--- src/design/cache_pkg.sv ---
package cache_pkg;

	// cpu side geometry
	localparam int ADDR_W         = 32;
	localparam int WORD_W         = 32;
	localparam int TAG_W          = 22;
	localparam int INDEX_W        = 5;
	localparam int WSEL_W         = 3;
	localparam int BYTE_W         = ADDR_W - TAG_W - INDEX_W - WSEL_W;
	localparam int OFFSET_W       = WSEL_W + BYTE_W;
	localparam int NUM_LINES      = 32;
	localparam int WORDS_PER_LINE = 8;

	// controller state codes
	localparam int          ST_W          = 3;
	localparam logic [2:0]  ST_IDLE       = 3'd0;
	localparam logic [2:0]  ST_LOOKUP     = 3'd1;
	localparam logic [2:0]  ST_WRITE_BACK = 3'd2;
	localparam logic [2:0]  ST_REFILL     = 3'd3;
	localparam logic [2:0]  ST_RESPOND    = 3'd4;

	// one cpu address, seen as lookup fields or as a line number
	typedef union packed {
		struct packed {
			logic [TAG_W-1:0]   tag;
			logic [INDEX_W-1:0] index;
			logic [WSEL_W-1:0]  wsel;
			logic [BYTE_W-1:0]  byte_off;
		} f;
		struct packed {
			logic [TAG_W+INDEX_W-1:0] line_num;
			logic [OFFSET_W-1:0]      line_off;
		} l;
	} cpu_addr_u;

endpackage

--- src/design/mem_pkg.sv ---
package mem_pkg;

	// dram bus widths
	localparam int DRAM_ADDR_W = 32;
	localparam int LINE_W      = 256;

	// one full cache line as moved over the dram bus
	typedef logic [LINE_W-1:0] line_t;

endpackage

--- src/design/dram_port.sv ---
module dram_port (
	input  logic                              clk,
	input  logic                              rst_n_i,
	input  logic                              wb_start_i,
	input  logic                              fill_start_i,
	input  cache_pkg::cpu_addr_u              req_addr_i,
	input  logic [cache_pkg::TAG_W-1:0]       victim_tag_i,
	input  mem_pkg::line_t                    wb_line_i,
	input  logic                              dram_ack_i,
	input  mem_pkg::line_t                    dram_data_i,
	output logic [mem_pkg::DRAM_ADDR_W-1:0]   dram_addr_o,
	output logic                              dram_cs_o,
	output logic                              dram_we_o,
	output mem_pkg::line_t                    dram_data_o,
	output logic                              mem_done_o,
	output mem_pkg::line_t                    fill_line_o
);

	logic pending_q;

	always_ff @(posedge clk) begin
		if (!rst_n_i) begin
			dram_cs_o  <= 1'b0;
			dram_we_o  <= 1'b0;
			pending_q  <= 1'b0;
			mem_done_o <= 1'b0;
		end else begin
			dram_cs_o  <= wb_start_i || fill_start_i;
			mem_done_o <= pending_q && dram_ack_i;
			if (wb_start_i || fill_start_i) begin
				pending_q <= 1'b1;
				dram_we_o <= wb_start_i;
			end else if (pending_q && dram_ack_i) begin
				pending_q <= 1'b0;
			end
		end
	end

	// line aligned addresses, write-back uses the stored tag
	always_ff @(posedge clk) begin
		if (wb_start_i) begin
			dram_addr_o <= {victim_tag_i, req_addr_i.f.index, {cache_pkg::OFFSET_W{1'b0}}};
			dram_data_o <= wb_line_i;
		end else if (fill_start_i) begin
			dram_addr_o <= {req_addr_i.l.line_num, {cache_pkg::OFFSET_W{1'b0}}};
		end
		if (pending_q && dram_ack_i && !dram_we_o) begin
			fill_line_o <= dram_data_i;
		end
	end

endmodule

--- config.mk ---
export PLATFORM = sky130hd
export DESIGN_NAME = dram_port
export DESIGN_NICKNAME = d
export VERILOG_FILES = /design/src/design/cache_pkg.sv /design/src/design/mem_pkg.sv /design/src/design/dram_port.sv
export SDC_FILE = /design/constraint.sdc
export NUM_CORES = 1
export LEC_CHECK = 0
export BUFFER_PORTS_ARGS = -buffer_cell sky130_fd_sc_hd__buf_2
export CAP_MARGIN = 20
export CORE_AREA = 2 2 434 436
export CTS_BUF_LIST = sky130_fd_sc_hd__clkbuf_8 sky130_fd_sc_hd__clkbuf_16
export DETAILED_ROUTE_END_ITERATION = 7
export DIE_AREA = 0 0 436 438
export HOLD_SLACK_MARGIN = 0.05
export SLEW_MARGIN = 15
export SYNTH_ARGS = -nofsm -noshare
export SYNTH_HDL_FRONTEND = slang
export SYNTH_SLANG_ARGS = --single-unit
--- constraint.sdc ---
create_clock -name clk -period 38.6 [get_ports clk]
set_clock_uncertainty 0.1 [all_clocks]
set_input_delay 7.72 -clock clk [delete_from_list [all_inputs] [get_ports clk]]
set_output_delay 7.72 -clock clk [all_outputs]
set_load 0.03 [all_outputs]
==> results.toml <==
[run_status]
status = "completed"

[timing]
relSlewSlack = 0.325
rsz0062_at_grt = "no"
hold_viol_final = 0
fin_crit_sh = 0.268
clock.fmax_mhz = 96.8
finalCriticalPeriod_ns = 10.33
setup_ws_ns = 28.27
tightest_slew_ns = 1.01
setup_tns_ns = 0
setup_viol = 0
slew_violations = 0

[global_routing]
grt_max_degree = 132
grt_pass1_vias = 12100
grt.overflow.total = 0
grt_pass1_wl_microns = 180000
antenna_found_initial = 316
grtUsageTotal = 0.157

[synth]
synth_common_cells = "539 x edfxtp_1, 19 x mux2_4, 5 x buf_4"
synth_cell_type_count = 14
synth.most_common_cell = "edfxtp_1"
ys.flop_type = "edfxtp_1"
syn_area_sq_um = 16700
ys_async_sr_fraction = 0
seq_area_frac_synth = 0.973
avgSynthCellArea_sq_um = 28.7
ys_seq_elements = 543
syn_inst = 583
yosys.area.top_type = "edfxtp_1"
ys_top_cells_by_area = "edfxtp_1 97%, mux2_4 1.7%, dfxtp_1 0.48%"
yosys.area.top_type_share = 0.968
yosys_warnings = 0
synth_edf_count = 539

[route]
ant_nets = 0
viasPerCell = 2.90
drt-initial-drc-count = 893
route.detailed.drc = 0
vias = 12700
routed_wl_microns = 155000
drt_first_pass_iters = 5
routedWlPerCell_microns = 35.3

[clock_network]
post_cts_buffers = 0
cts_resized = 0
h-tree-depth = 3
clockBufferDepth = 3
cts_tree = "yes"
cts_buffers = 75
cts.reportedPaths.clkPinSlew_ns = 0.05
worstSkewPairLatency_ns = 0.65
ctsHoldBuffers = 0
cts_root_buffer = "clkbuf_16"
cts_sinks = 543

[worst_setup_path]
end_kind = "flop"
worstSetupPathType = "input pin to flop"
cp_max_fo = 131
worstPathRequired_ns = 38.77
worst_ep_arrival_time_ns = 10.50
cp-start-kind = "input pin"
rrSetupSlack_ns = 35.11

[layout]
fin_nets = 2340
drive_above_1_share = 0.687
area_growth_pct = 67.6

[power_and_ir_drop]
vdd_drop_max_uv = 30.9
power_mw = 1.61
p_leak_nw = 11.0
power_density_nw_per_um2 = 57.3

[die]
fp.dieH_microns = 438
rows = 159
core_region_area_sq_um = 187000
dieArea_sq_um = 191000
start_util = 0.0896
ioPinCount = 1118
die_w_microns = 436

[run]
cap_violations = 0

[placement]
numPortBuffers = 1107
dp_hpwl_microns = 138000
pre_cts_slack_ns = 27.71
place_congestion = 0.989

[min_path]
hp-class = "flop to flop"
==> metal layers <==
metal | wire length [microns] | GRT usage | vias to the layer above | part of all wire
li1 | - | - | 4846 | -
met1 | 49100 | 0.147 | 5913 | 0.32
met2 | 76300 | 0.273 | 1173 | 0.49
met3 | 22500 | 0.106 | 607 | 0.15
met4 | 5680 | 0.0471 | 144 | 0.037
met5 | 972 | 0 | - | 0.0063
==> worst max-delay path: stages <==
cell     delay [ns]
buf_2          0.10
nand2_1        0.08
nor2_4         0.08
buf_4          0.68
buf_12         0.58
buf_4          0.86
==> layout make-up <==
type | count | area [sq um]
Multi-Input combinational cell | 36 | 402
Clock inverter | 58 | 582
Fill cell | 20900 | 159000
Clock buffer | 76 | 1900
Antenna cell | 52 | 130
Timing Repair Buffer | 1113 | 5610
Sequential cell | 543 | 16300
Tap cell | 2495 | 3120
==> through the flow <==
stage	cells	util	hold slack, ns	instance area [sq um]
after floorplan	587	-	0.367	16700
after global placement	4187	0.136	0.391	25400
after detailed placement	4187	0.136	0.409	25400
after CTS	4321	0.149	0.416	27900
after global routing	4339	0.150	0.439	27900
final	4373	0.150	0.411	28000
==> state kept, by name, summed over array words and instances, names as in the netlist <==
register,count
dram_data_o,256
fill_line_o,256
dram_addr_o,27
dram_cs_o,1
dram_we_o,1
mem_done_o,1
pending_q,1
==> final timing paths <==
path	depth (start not counted)	to	startpoint
worst max-delay path	6	fill_line_o[209]	dram_ack_i
worst min-delay path	1	mem_done_o	pending_q
worst max register to register	4	fill_line_o[209]	dram_we_o
worst min register to register	1	mem_done_o	pending_q
==> where the power goes <==
group / switching, mW / leakage [nW] / total, mW / internal, mW
clock: 0.292 / 1.24 / 0.714 / 0.422
combinational: 0.144 / 4.60 / 0.189 / 0.0452
sequential: 0.0118 / 5.17 / 0.702 / 0.690
total: 0.448 / 11.0 / 1.61 / 1.16
==> cells in the final DEF (no fill, tap or decap) <==
cell,Yosys,routed
buf_2,0,1106
edfxtp_1,539,539
clkbuf_16,0,76
diode_2,0,52
mux2_4,19,19
clkinv_2,0,13
bufinv_16,0,9
clkinv_1,0,9
inv_1,0,8
clkinvlp_4,0,6
conb_1,1,5
clkinv_4,0,5
buf_4,5,5
inv_6,0,4
dfxtp_1,4,4
mux2_2,3,3
nor2b_1,2,2
o21a_1,2,2
inv_8,0,2
or2_4,1,1
nand2_1,1,1
nor2_4,0,1
and2_1,1,1
and3_1,1,1
clkinv_8,0,1
inv_16,0,1
buf_8,0,1
buf_12,0,1
==> logic make-up after synthesis <==
kind of cell    after synthesis  share of synthesized area
compound gates                2                   0.000898
buf+inv                       8                    0.00427
flops                       543                      0.973
mux                          22                     0.0191
other cells                   1                   0.000224
simple gates                  7                    0.00247
Power figures use the tool's default switching activity.
