[src/design/cache_pkg.sv]
package cache_pkg;

	// cpu side geometry
	localparam int ADDR_W         = 32;
	localparam int WORD_W         = 32;
	localparam int TAG_W          = 22;
	localparam int INDEX_W        = 5;
	localparam int WSEL_W         = 3;
	localparam int BYTE_W         = ADDR_W - TAG_W - INDEX_W - WSEL_W;
	localparam int OFFSET_W       = WSEL_W + BYTE_W;
	localparam int NUM_LINES      = 32;
	localparam int WORDS_PER_LINE = 8;

	// controller state codes
	localparam int          ST_W          = 3;
	localparam logic [2:0]  ST_IDLE       = 3'd0;
	localparam logic [2:0]  ST_LOOKUP     = 3'd1;
	localparam logic [2:0]  ST_WRITE_BACK = 3'd2;
	localparam logic [2:0]  ST_REFILL     = 3'd3;
	localparam logic [2:0]  ST_RESPOND    = 3'd4;

	// one cpu address, seen as lookup fields or as a line number
	typedef union packed {
		struct packed {
			logic [TAG_W-1:0]   tag;
			logic [INDEX_W-1:0] index;
			logic [WSEL_W-1:0]  wsel;
			logic [BYTE_W-1:0]  byte_off;
		} f;
		struct packed {
			logic [TAG_W+INDEX_W-1:0] line_num;
			logic [OFFSET_W-1:0]      line_off;
		} l;
	} cpu_addr_u;

endpackage

[src/design/cache_ctrl.sv]
module cache_ctrl (
	input  logic clk,
	input  logic rst_n_i,
	input  logic req_i,
	input  logic req_we_i,
	input  logic hit_i,
	input  logic dirty_i,
	input  logic mem_done_i,
	output logic busy_o,
	output logic wb_start_o,
	output logic fill_start_o,
	output logic fill_o,
	output logic wr_word_o,
	output logic done_o
);

	logic [cache_pkg::ST_W-1:0] state_q;
	logic [cache_pkg::ST_W-1:0] state_d;

	always_ff @(posedge clk) begin
		if (!rst_n_i) begin
			state_q <= cache_pkg::ST_IDLE;
		end else begin
			state_q <= state_d;
		end
	end

	always_comb begin
		state_d      = state_q;
		wb_start_o   = 1'b0;
		fill_start_o = 1'b0;
		fill_o       = 1'b0;
		wr_word_o    = 1'b0;
		done_o       = 1'b0;
		case (state_q)
			cache_pkg::ST_IDLE: begin
				if (req_i) begin
					state_d = cache_pkg::ST_LOOKUP;
				end
			end
			cache_pkg::ST_LOOKUP: begin
				if (hit_i) begin
					// write hit merges the word on this edge
					wr_word_o = req_we_i;
					done_o    = 1'b1;
					state_d   = cache_pkg::ST_RESPOND;
				end else if (dirty_i) begin
					wb_start_o = 1'b1;
					state_d    = cache_pkg::ST_WRITE_BACK;
				end else begin
					fill_start_o = 1'b1;
					state_d      = cache_pkg::ST_REFILL;
				end
			end
			cache_pkg::ST_WRITE_BACK: begin
				// victim is out, fetch the new line
				if (mem_done_i) begin
					fill_start_o = 1'b1;
					state_d      = cache_pkg::ST_REFILL;
				end
			end
			cache_pkg::ST_REFILL: begin
				// install the line, then look up again
				if (mem_done_i) begin
					fill_o  = 1'b1;
					state_d = cache_pkg::ST_LOOKUP;
				end
			end
			cache_pkg::ST_RESPOND: begin
				state_d = cache_pkg::ST_IDLE;
			end
			default: begin
				state_d = cache_pkg::ST_IDLE;
			end
		endcase
	end

	// respond is the ack cycle, the cpu may strobe again after it
	assign busy_o = req_i
		|| (state_q == cache_pkg::ST_LOOKUP)
		|| (state_q == cache_pkg::ST_WRITE_BACK)
		|| (state_q == cache_pkg::ST_REFILL);

endmodule

[config.mk]
export PLATFORM = sky130hd
export DESIGN_NAME = cache_ctrl
export DESIGN_NICKNAME = d
export VERILOG_FILES = /design/src/design/cache_pkg.sv /design/src/design/cache_ctrl.sv
export SDC_FILE = /design/constraint.sdc
export NUM_CORES = 1
export LEC_CHECK = 0
export BUFFER_PORTS_ARGS = -buffer_cell sky130_fd_sc_hd__buf_2
export CORE_AREA = 5 5 42 44
export CTS_CLUSTER_DIAMETER = 30
export DETAILED_ROUTE_END_ITERATION = 6
export DIE_AREA = 0 0 47 49
export HOLD_SLACK_MARGIN = 0.03
export PLACE_DENSITY = 0.44
export SLEW_MARGIN = 30
export SYNTH_ARGS = -nofsm -noshare
export SYNTH_HDL_FRONTEND = slang
export SYNTH_SLANG_ARGS = --single-unit
[constraint.sdc]
create_clock -name clk -period 1.5 [get_ports clk]
set_clock_uncertainty 0.1 [all_clocks]
set_input_delay 0.075 -clock clk [delete_from_list [all_inputs] [get_ports clk]]
set_output_delay 0.075 -clock clk [all_outputs]
set_load 0.02 [all_outputs]
==> run summary <==
Status = complete, no violations
DRT antenna net count = 0
WHS = 0.1404 ns
Final #Nets = 51
Total grt overflow = 0
RSZ-0062 raised after global routing = no
Gr busiest metal = met2
Max stage delay cell, worst path = dfxtp_1
CTS Buffer Depth = 2
Reg clk slew, reported paths = 0.04 ns
# setup viols final = 0
Antenna diodes = 0
Clk root buf = clkbuf_4
CTS sink count = 3
Most flop-heavy register = state_q
Synth warn = 0
CTS tree = done
Cells after synthesis = 25
Worst hold path type = in2reg
Layout cells sized above 1 = 48.84%
# fillers = 164
R2r startpoint = state_q[2]
Initial antenna violation count = 0
Mapped Area = 209.0 sq um
R2R setup slack = 0.35 ns
Largest net degree at the start of global routing = 8
Buffers on Ports = 12
First-pass GRT wire length = 945 um
Final instance area = 345.3 sq um
Htree depth = 1
M3 GR Usage = 0.3690%
Vias in the first global route = 258
GR Util met1 = 5.459%
Post-DR wirelength/cell = 10.24 um
Die area = 2303 sq um
Num ports = 13
Total Routed Length = 604 um
Setup CP Type = reg2out
Crit-path max FO = 7
Max-slew violations = 0
Die extent in x = 47 um
Worst r2r path cells = 3
IR drop worst, VDD = 233.3 uV
Worst Setup Slack, final = 0.07768 ns
Final Hold Fails = 0
Drc violations = 0
Syn nets = 32
Area occupied by multi-input gates = 142.6 sq um
Biggest regs = state_q (3)
Lkg Pwr = 0.1502 nW
Max frequency = 703.1 MHz
Synth cell types = 18
DR vias = 249
Seq/Total Area, Yosys = 28.74%
Critical Path End Type = output port
Initial Utilization = 14.91%
Die Y = 49 um
Core box area = 1401 sq um
Reg area = 61.31 sq um
GRT Util Overall = 5.622%
Synthesis-to-finish area growth = 65.27%
Setup TNS = 0 ns
Cell Area, Placed = 291.5 sq um
Row cnt = 14
Vias per cell = 4.220
Largest register FFs = 3
Met2 Resource Use GR = 9.502%
Critical path arrival = 1.25 ns
GPL Wtd Cong = 0.6738
WHS Path Cells = 3
Hold Path End = state_q[0]
Mean Syn Cell Area = 8.358 sq um
Total iterations of the first detailed-routing run = 2
Worst-margin pin slew = 0.3188 ns
Reg-to-reg endpoint = state_q[0]
Hold_sp = req_i
Relative slew slack = 78.72%
Fin crit share = 94.82%
Max incr delay on CP = 0.39 ns
Period minus WS final = 1.422 ns
Crit path launch type = register
Max-cap violations = 0
Req. time, crit path = 1.32 ns
Initial DRC count = 2
Worst-path cell chain = nor4b_2, a31oi_1, nor2_1, buf_2
Power density cells = 899.3 nW/um^2
Synth Register Bits = 3
Setup WS pre-CTS = 0.2432 ns
Total CTS buffers = 3
Worst-skew pair later-pin latency = 0.23 ns
==> power by group <==
part | internal (mW) | switching, mW
clock | 0.0995 | 0.0386
combinational | 0.0338 | 0.0396
sequential | 0.0867 | 0.0124
total | 0.220 | 0.0906
==> critical path, delay by kind of cell (launching register included) <==
family | cells | cell delay [ns]
buffers and inverters | 1 | 0.16
flip-flops | 1 | 0.39
AO/OA/AOI/OAI | 1 | 0.06
AND/OR/NAND/NOR | 2 | 0.40
==> final cells by class <==
cell class / instances / area share (%)
Clock buffer: 4 / 7.609
Inverter: 2 / 2.174
Tap cell: 16 / 5.797
Sequential cell: 3 / 17.75
Timing Repair Buffer: 15 / 25.36
Multi-Input combinational cell: 19 / 41.30
==> per-stage QoR <==
step / util, % / std cells / total power, mW
3_5_place_dp: 20.80 / 53 / 0.1681
6_report: 24.64 / 59 / 0.3106
5_1_grt: 24.64 / 59 / 0.3333
3_3_place_gp: 20.80 / 53 / 0.1683
4_1_cts: 24.20 / 59 / 0.3158
2_1_floorplan: - / 25 / 0.1402
==> how the worst max path moves through the flow <==
stage	start	endpoint
6_report	state_q[1]	fill_start_o
5_1_grt	state_q[1]	fill_start_o
4_1_cts	state_q[1]	fill_start_o
3_5_place_dp	state_q[0]	wr_word_o
3_3_place_gp	state_q[1]	fill_start_o
2_1_floorplan	state_q[1]	wb_start_o
==> cell families after synthesis <==
logic type      Yosys count  share of synthesized area (%)
simple gates             13                          44.91
compound gates            6                          20.36
flops                     3                          28.74
buf+inv                   3                          5.982
==> repair_timing <==
action                                 in CTS  in global routing
pin swaps                                   0                  0
endpoints found under the hold margin       3                  0
gates resized for setup                     1                  1
hold buffers                                2                  0
buffers inserted                            0                  0
setup endpoints to repair                   1                  1
==> per-layer routing <==
| metal | vias up | wire, um |
|---|---|---|
| met4 | 0 | 0 |
| met5 | - | 0 |
| met1 | 118 | 242 |
| li1 | 127 | - |
| met2 | 4 | 348 |
| met3 | 0 | 14 |
==> synth_stat cells <==
cell type / n / area (sq um)
buf_2: 1 / 5.000
nand2_1: 2 / 7.510
nor4_4: 1 / 21.27
and2_1: 2 / 12.51
o21bai_1: 1 / 7.510
dfxtp_1: 3 / 60.06
nor2_1: 3 / 11.26
a31oi_1: 1 / 6.260
nor4_1: 1 / 6.260
nor3_1: 1 / 5.000
inv_2: 1 / 3.750
inv_1: 1 / 3.750
a21oi_1: 1 / 5.000
nor4b_2: 1 / 15.01
a211oi_1: 2 / 15.01
a311oi_1: 1 / 8.760
nand2b_1: 1 / 6.260
nor4b_1: 1 / 8.760
==> cell usage in the layout, fill, tap and decap left out, drive strengths merged, types with 2 or more instances in the layout <==
cell / count
buf: 13
nor4: 2
nor4b: 2
dfxtp: 3
clkbuf: 4
dlygate4sd3: 2
and2: 2
inv: 2
nor2: 3
nand2: 2
a211oi: 2
Power figures use the tool's default switching activity.
