### src/design/cache_pkg.sv
package cache_pkg;

	// cpu side geometry
	localparam int ADDR_W         = 32;
	localparam int WORD_W         = 32;
	localparam int TAG_W          = 22;
	localparam int INDEX_W        = 5;
	localparam int WSEL_W         = 3;
	localparam int BYTE_W         = ADDR_W - TAG_W - INDEX_W - WSEL_W;
	localparam int OFFSET_W       = WSEL_W + BYTE_W;
	localparam int NUM_LINES      = 32;
	localparam int WORDS_PER_LINE = 8;

	// controller state codes
	localparam int          ST_W          = 3;
	localparam logic [2:0]  ST_IDLE       = 3'd0;
	localparam logic [2:0]  ST_LOOKUP     = 3'd1;
	localparam logic [2:0]  ST_WRITE_BACK = 3'd2;
	localparam logic [2:0]  ST_REFILL     = 3'd3;
	localparam logic [2:0]  ST_RESPOND    = 3'd4;

	// one cpu address, seen as lookup fields or as a line number
	typedef union packed {
		struct packed {
			logic [TAG_W-1:0]   tag;
			logic [INDEX_W-1:0] index;
			logic [WSEL_W-1:0]  wsel;
			logic [BYTE_W-1:0]  byte_off;
		} f;
		struct packed {
			logic [TAG_W+INDEX_W-1:0] line_num;
			logic [OFFSET_W-1:0]      line_off;
		} l;
	} cpu_addr_u;

endpackage

### src/design/mem_pkg.sv
package mem_pkg;

	// dram bus widths
	localparam int DRAM_ADDR_W = 32;
	localparam int LINE_W      = 256;

	// one full cache line as moved over the dram bus
	typedef logic [LINE_W-1:0] line_t;

endpackage

### src/design/cpu_port.sv
module cpu_port (
	input  logic                             clk,
	input  logic                             rst_n_i,
	input  logic [cache_pkg::ADDR_W-1:0]     cache_addr_i,
	input  logic                             cache_cs_i,
	input  logic                             cache_we_i,
	input  logic [cache_pkg::WORD_W-1:0]     cache_data_i,
	input  logic                             busy_i,
	input  logic                             done_i,
	input  mem_pkg::line_t                   line_i,
	output logic                             req_o,
	output cache_pkg::cpu_addr_u             req_addr_o,
	output logic                             req_we_o,
	output logic [cache_pkg::WORD_W-1:0]     req_wdata_o,
	output logic                             cache_ack_o,
	output logic [cache_pkg::WORD_W-1:0]     cache_data_o
);

	logic accept;

	// strobes seen while a request is in flight are dropped
	assign accept = cache_cs_i && !busy_i;

	always_ff @(posedge clk) begin
		if (!rst_n_i) begin
			req_o       <= 1'b0;
			cache_ack_o <= 1'b0;
		end else begin
			req_o       <= accept;
			cache_ack_o <= done_i;
		end
	end

	// request payload, held until the next accepted strobe
	always_ff @(posedge clk) begin
		if (accept) begin
			req_addr_o  <= cache_addr_i;
			req_we_o    <= cache_we_i;
			req_wdata_o <= cache_data_i;
		end
	end

	// word picked out of the hit line
	always_ff @(posedge clk) begin
		if (done_i) begin
			cache_data_o <= line_i[req_addr_o.f.wsel * cache_pkg::WORD_W +: cache_pkg::WORD_W];
		end
	end

endmodule

### config.mk
export PLATFORM = sky130hd
export DESIGN_NAME = cpu_port
export DESIGN_NICKNAME = d
export VERILOG_FILES = /design/src/design/cache_pkg.sv /design/src/design/mem_pkg.sv /design/src/design/cpu_port.sv
export SDC_FILE = /design/constraint.sdc
export NUM_CORES = 1
export LEC_CHECK = 0
export BUFFER_PORTS_ARGS = -buffer_cell sky130_fd_sc_hd__buf_2
export CAP_MARGIN = 30
export CORE_AREA = 4 4 165 167
export DETAILED_ROUTE_END_ITERATION = 6
export DIE_AREA = 0 0 169 171
export GPL_ROUTABILITY_DRIVEN = 1
export PLACE_DENSITY = 0.5
export REMOVE_ABC_BUFFERS = 1
export SETUP_SLACK_MARGIN = 0.4
export SYNTH_ARGS = -nofsm -noshare
export SYNTH_HDL_FRONTEND = slang
export SYNTH_SLANG_ARGS = --single-unit
### constraint.sdc
create_clock -name clk -period 4 [get_ports clk]
set_clock_uncertainty 0.2 [all_clocks]
set_input_delay 0.2 -clock clk [delete_from_list [all_inputs] [get_ports clk]]
set_output_delay 0.2 -clock clk [all_outputs]
set_load 0.02 [all_outputs]
==> summary.txt <==
Pwr
  • Net switching power of the design: a little over 0.0007 W
  • Cell Pwr Density: approximately 320 mW/mm²
  • Cell-internal power: approximately 0.002 W
  • Switching share of power: roughly a quarter
  • Leak: roughly 3.8 nW
  • Register share of total power: 45.7%
  • Peak VDD IR: about 0.00018 V
  • Part of the power in combinational logic: 23.6%
  • Overall power of the completed layout: roughly 0.0028 W
  • Power share of the clock group: 30.7%

STA
  • Number of endpoints with negative hold slack in the final report: 0
  • Normalized max-slew margin: 39.4%
  • Part of the cycle the worst path needs: between 50% and 60%
  • TNS Setup: 0 ns
  • FMAX: 451 MHz
  • Final critical path time including I/O delays and setup: between 2 and 2.5 ns
  • Final Slew Violations: 0
  • Setup repair after global routing missed its margin: no
  • Final Hold Slack: roughly 0.035 ns
  • Total setup violations reported at the end of the flow: 0
  • Slew at the pin closest to its max-slew limit: 0.908 ns

Routing
  • DRT iter0 DRCs: roughly 150
  • Remaining number of nets flagged by the antenna check after routing: 0
  • Total iterations of the first detailed-routing run: 4
  • Routed vias/inst: 4.12
  • Total routed wirelength: approximately 20,000 µm
  • Total via count after detailed routing: 4,322
  • DRC violation count after routing: 0
  • WL/cell: around 19 µm

Setup path
  • Critical path type: reg -> reg
  • CP required: approximately 3.9 ns
  • Crit. End Element: flip-flop
  • Worst Reg-to-Reg Cells: 3
  • R2R Path Start: req_addr_o[2]
  • Cells traversed along the worst timing path: buf_4 > mux4_1 > mux2_2
  • Type of origin of the critical path: flip-flop
  • CP Launch Point: req_addr_o[2]
  • Max stage delay on crit path: 0.65 ns
  • Crit path capture: cache_data_o[3]
  • Critical Path Fanout Max: 32
  • Register-to-register path setup slack: between 1.5 and 2 ns
  • Critical Path AT: around 2.1 ns
  • Critical-path top delay cell: mux4_1
  • FF-to-FF End: cache_data_o[3]

Placement
  • Final weighted congestion in routability-driven placement: 0.774
  • Count of input and output buffers: between 400 and 500
  • Detailed-placement wirelength estimate: about 17,000 µm

Clock tree
  • Number of clock sinks: roughly 100
  • Worst-skew pair later-pin latency: 0.33 ns
  • Clock transition at the registers of the reported paths: about 0.08 ns
  • Buffer levels on the longest clock path: 2
  • Post-CTS Setup Inserts: 0
  • Clock tree root driver cell: clkbuf_16
  • Number of CTS-inserted buffers: 9
  • CTS tree: built
  • H-tree depth: 3

Final layout
  • Most common library cell in the layout ignoring fill and taps: buf_2
  • Total Nets Final: between 1,000 and 1,500
  • Number of fillers in the final layout: about 2,600
  • Growth of design area from synthesis to finish: 69.1%
  • Multi-input combinational cell area: 0.00198 mm²
  • Area used by sequential logic in the layout: ~0.003 mm²
  • Share of final-layout standard cells stronger than drive strength 1: between 70% and 80%
  • Highest-count cells in the layout ignoring fill and taps: buf_2 (424), edfxtp_1 (97), dlygate4sd3_1 (66)

Min path
  • Class of the worst hold path: in -> reg

Logic synthesis
  • Flops & latches, synth: 99
  • Post-Syn Area per Cell: between 20 and 25 µm²
  • Synth top area share: between 50% and 60%
  • Count of yosys warnings during synthesis: 0
  • Largest cells by area after synthesis: edfxtp_1 (58%), mux4_1 (21%), mux4_2 (11%)
  • Cell Area, Synth: slightly above 0.005 mm²
  • Synth Instances: between 200 and 250
  • Seq/Total Area, Yosys: about 59%
  • Unique cell type count in the Yosys netlist: 11
  • Largest area contributor in the netlist: edfxtp_1

Global routing
  • Maximum number of pins on one net before global-route repair: 47
  • Combined global-route utilization of all metal layers: around an eighth
  • Wire length of the first global-routing pass: around 28,000 µm
  • Final global-route overflow total: 0
  • Vias in the first global route: 4,621
  • Antenna violations before repair: 4

Die
  • Die Area: ~0.029 mm²
  • Initial core utilization: around 20%
  • I/O pin count: between 400 and 500
  • Chip width: about 170 µm
  • Overall die height: about 170 µm
  • Area of the placeable core: ~0.026 mm²
  • Standard-cell rows: around 60

Outcome
  • Run status: finished clean

Flow run
  • Number of max-cap violations: 0
-- cell usage after synthesis, drive strengths merged --
master,count
and2,2
buf,16
clkbuf,2
dfxtp,2
edfxtp,97
mux2,32
mux4,64
nor2b,1
-- registers in the layout, summed over array words and instances (netlist names) --
| name | cells |
|---|---|
| cache_ack_o | 1 |
| cache_data_o | 32 |
| req_addr_o | 32 |
| req_o | 1 |
| req_wdata_o | 32 |
| req_we_o | 1 |
-- timing repair --
| item | in CTS | in global routing |
|---|---|---|
| hold buffers | 66 | 0 |
| endpoints found under the hold margin | 67 | 0 |
| resized for setup | 0 | 0 |
-- stage by stage --
stage	utilization (%)	cells	worst slack [ns]	cell area, µm²
3_5_place_dp	29.4	965	1.76	7580
4_1_cts	33.1	1047	1.75	8520
2_1_floorplan	-	198	0.176	4920
5_1_grt	33.1	1048	1.68	8530
6_report	33.1	1050	1.78	8530
3_3_place_gp	29.2	963	1.53	7530
-- routing by layer --
metal / up-vias / GRT usage, % / routed length [µm]
met2: 266 / 24.5 / 10700
met1: 2056 / 13.8 / 7010
met3: 11 / 4.88 / 2230
met5: - / 0 / 27
li1: 1985 / - / -
met4: 4 / 2.24 / 139
-- layout make-up --
class,instances,share of cell area [%]
well taps,335,4.91
clock inverters,6,0.675
multi-input cells,99,23.2
repair buffers,498,33.8
clock buffers,10,2.68
flip-flops and latches,99,34.6
diodes,3,0.0880
-- power groups by stage --
stage / registers (W) / clock network (W) / logic, W
global route: 0.00127 / 0.000933 / 0.000702
CTS: 0.00126 / 0.000900 / 0.000664
floorplan: 0.00142 / 0 / 0.000183
detailed placement: 0.00129 / 0 / 0.000610
finish: 0.00126 / 0.000847 / 0.000652
global placement: 0.00129 / 0 / 0.000596
-- worst min path at each step --
stage	end	startpoint	cells after the start
final	req_wdata_o[28]	busy_i	2
after global routing	req_wdata_o[5]	busy_i	2
after CTS	req_wdata_o[28]	busy_i	2
after detailed placement	req_addr_o[17]	cache_addr_i[17]	1
after global placement	req_addr_o[20]	cache_addr_i[20]	1
after floorplan	req_addr_o[0]	cache_addr_i[0]	0
-- critical path: cells and delay by family, from the launching register on --
kind | cells | cell delay (ns)
flip-flops | 1 | 0.35
multiplexers | 2 | 0.93
buffers and inverters | 1 | 0.46
-- kinds of logic after synthesis --
logic type | after synthesis | synth area share (%)
muxes | 96 | 38.7
buffers and inverters | 18 | 2.41
and+or+nand+nor | 3 | 0.372
DFF | 99 | 58.5
No activity file was read; power rests on OpenSTA's default activity.
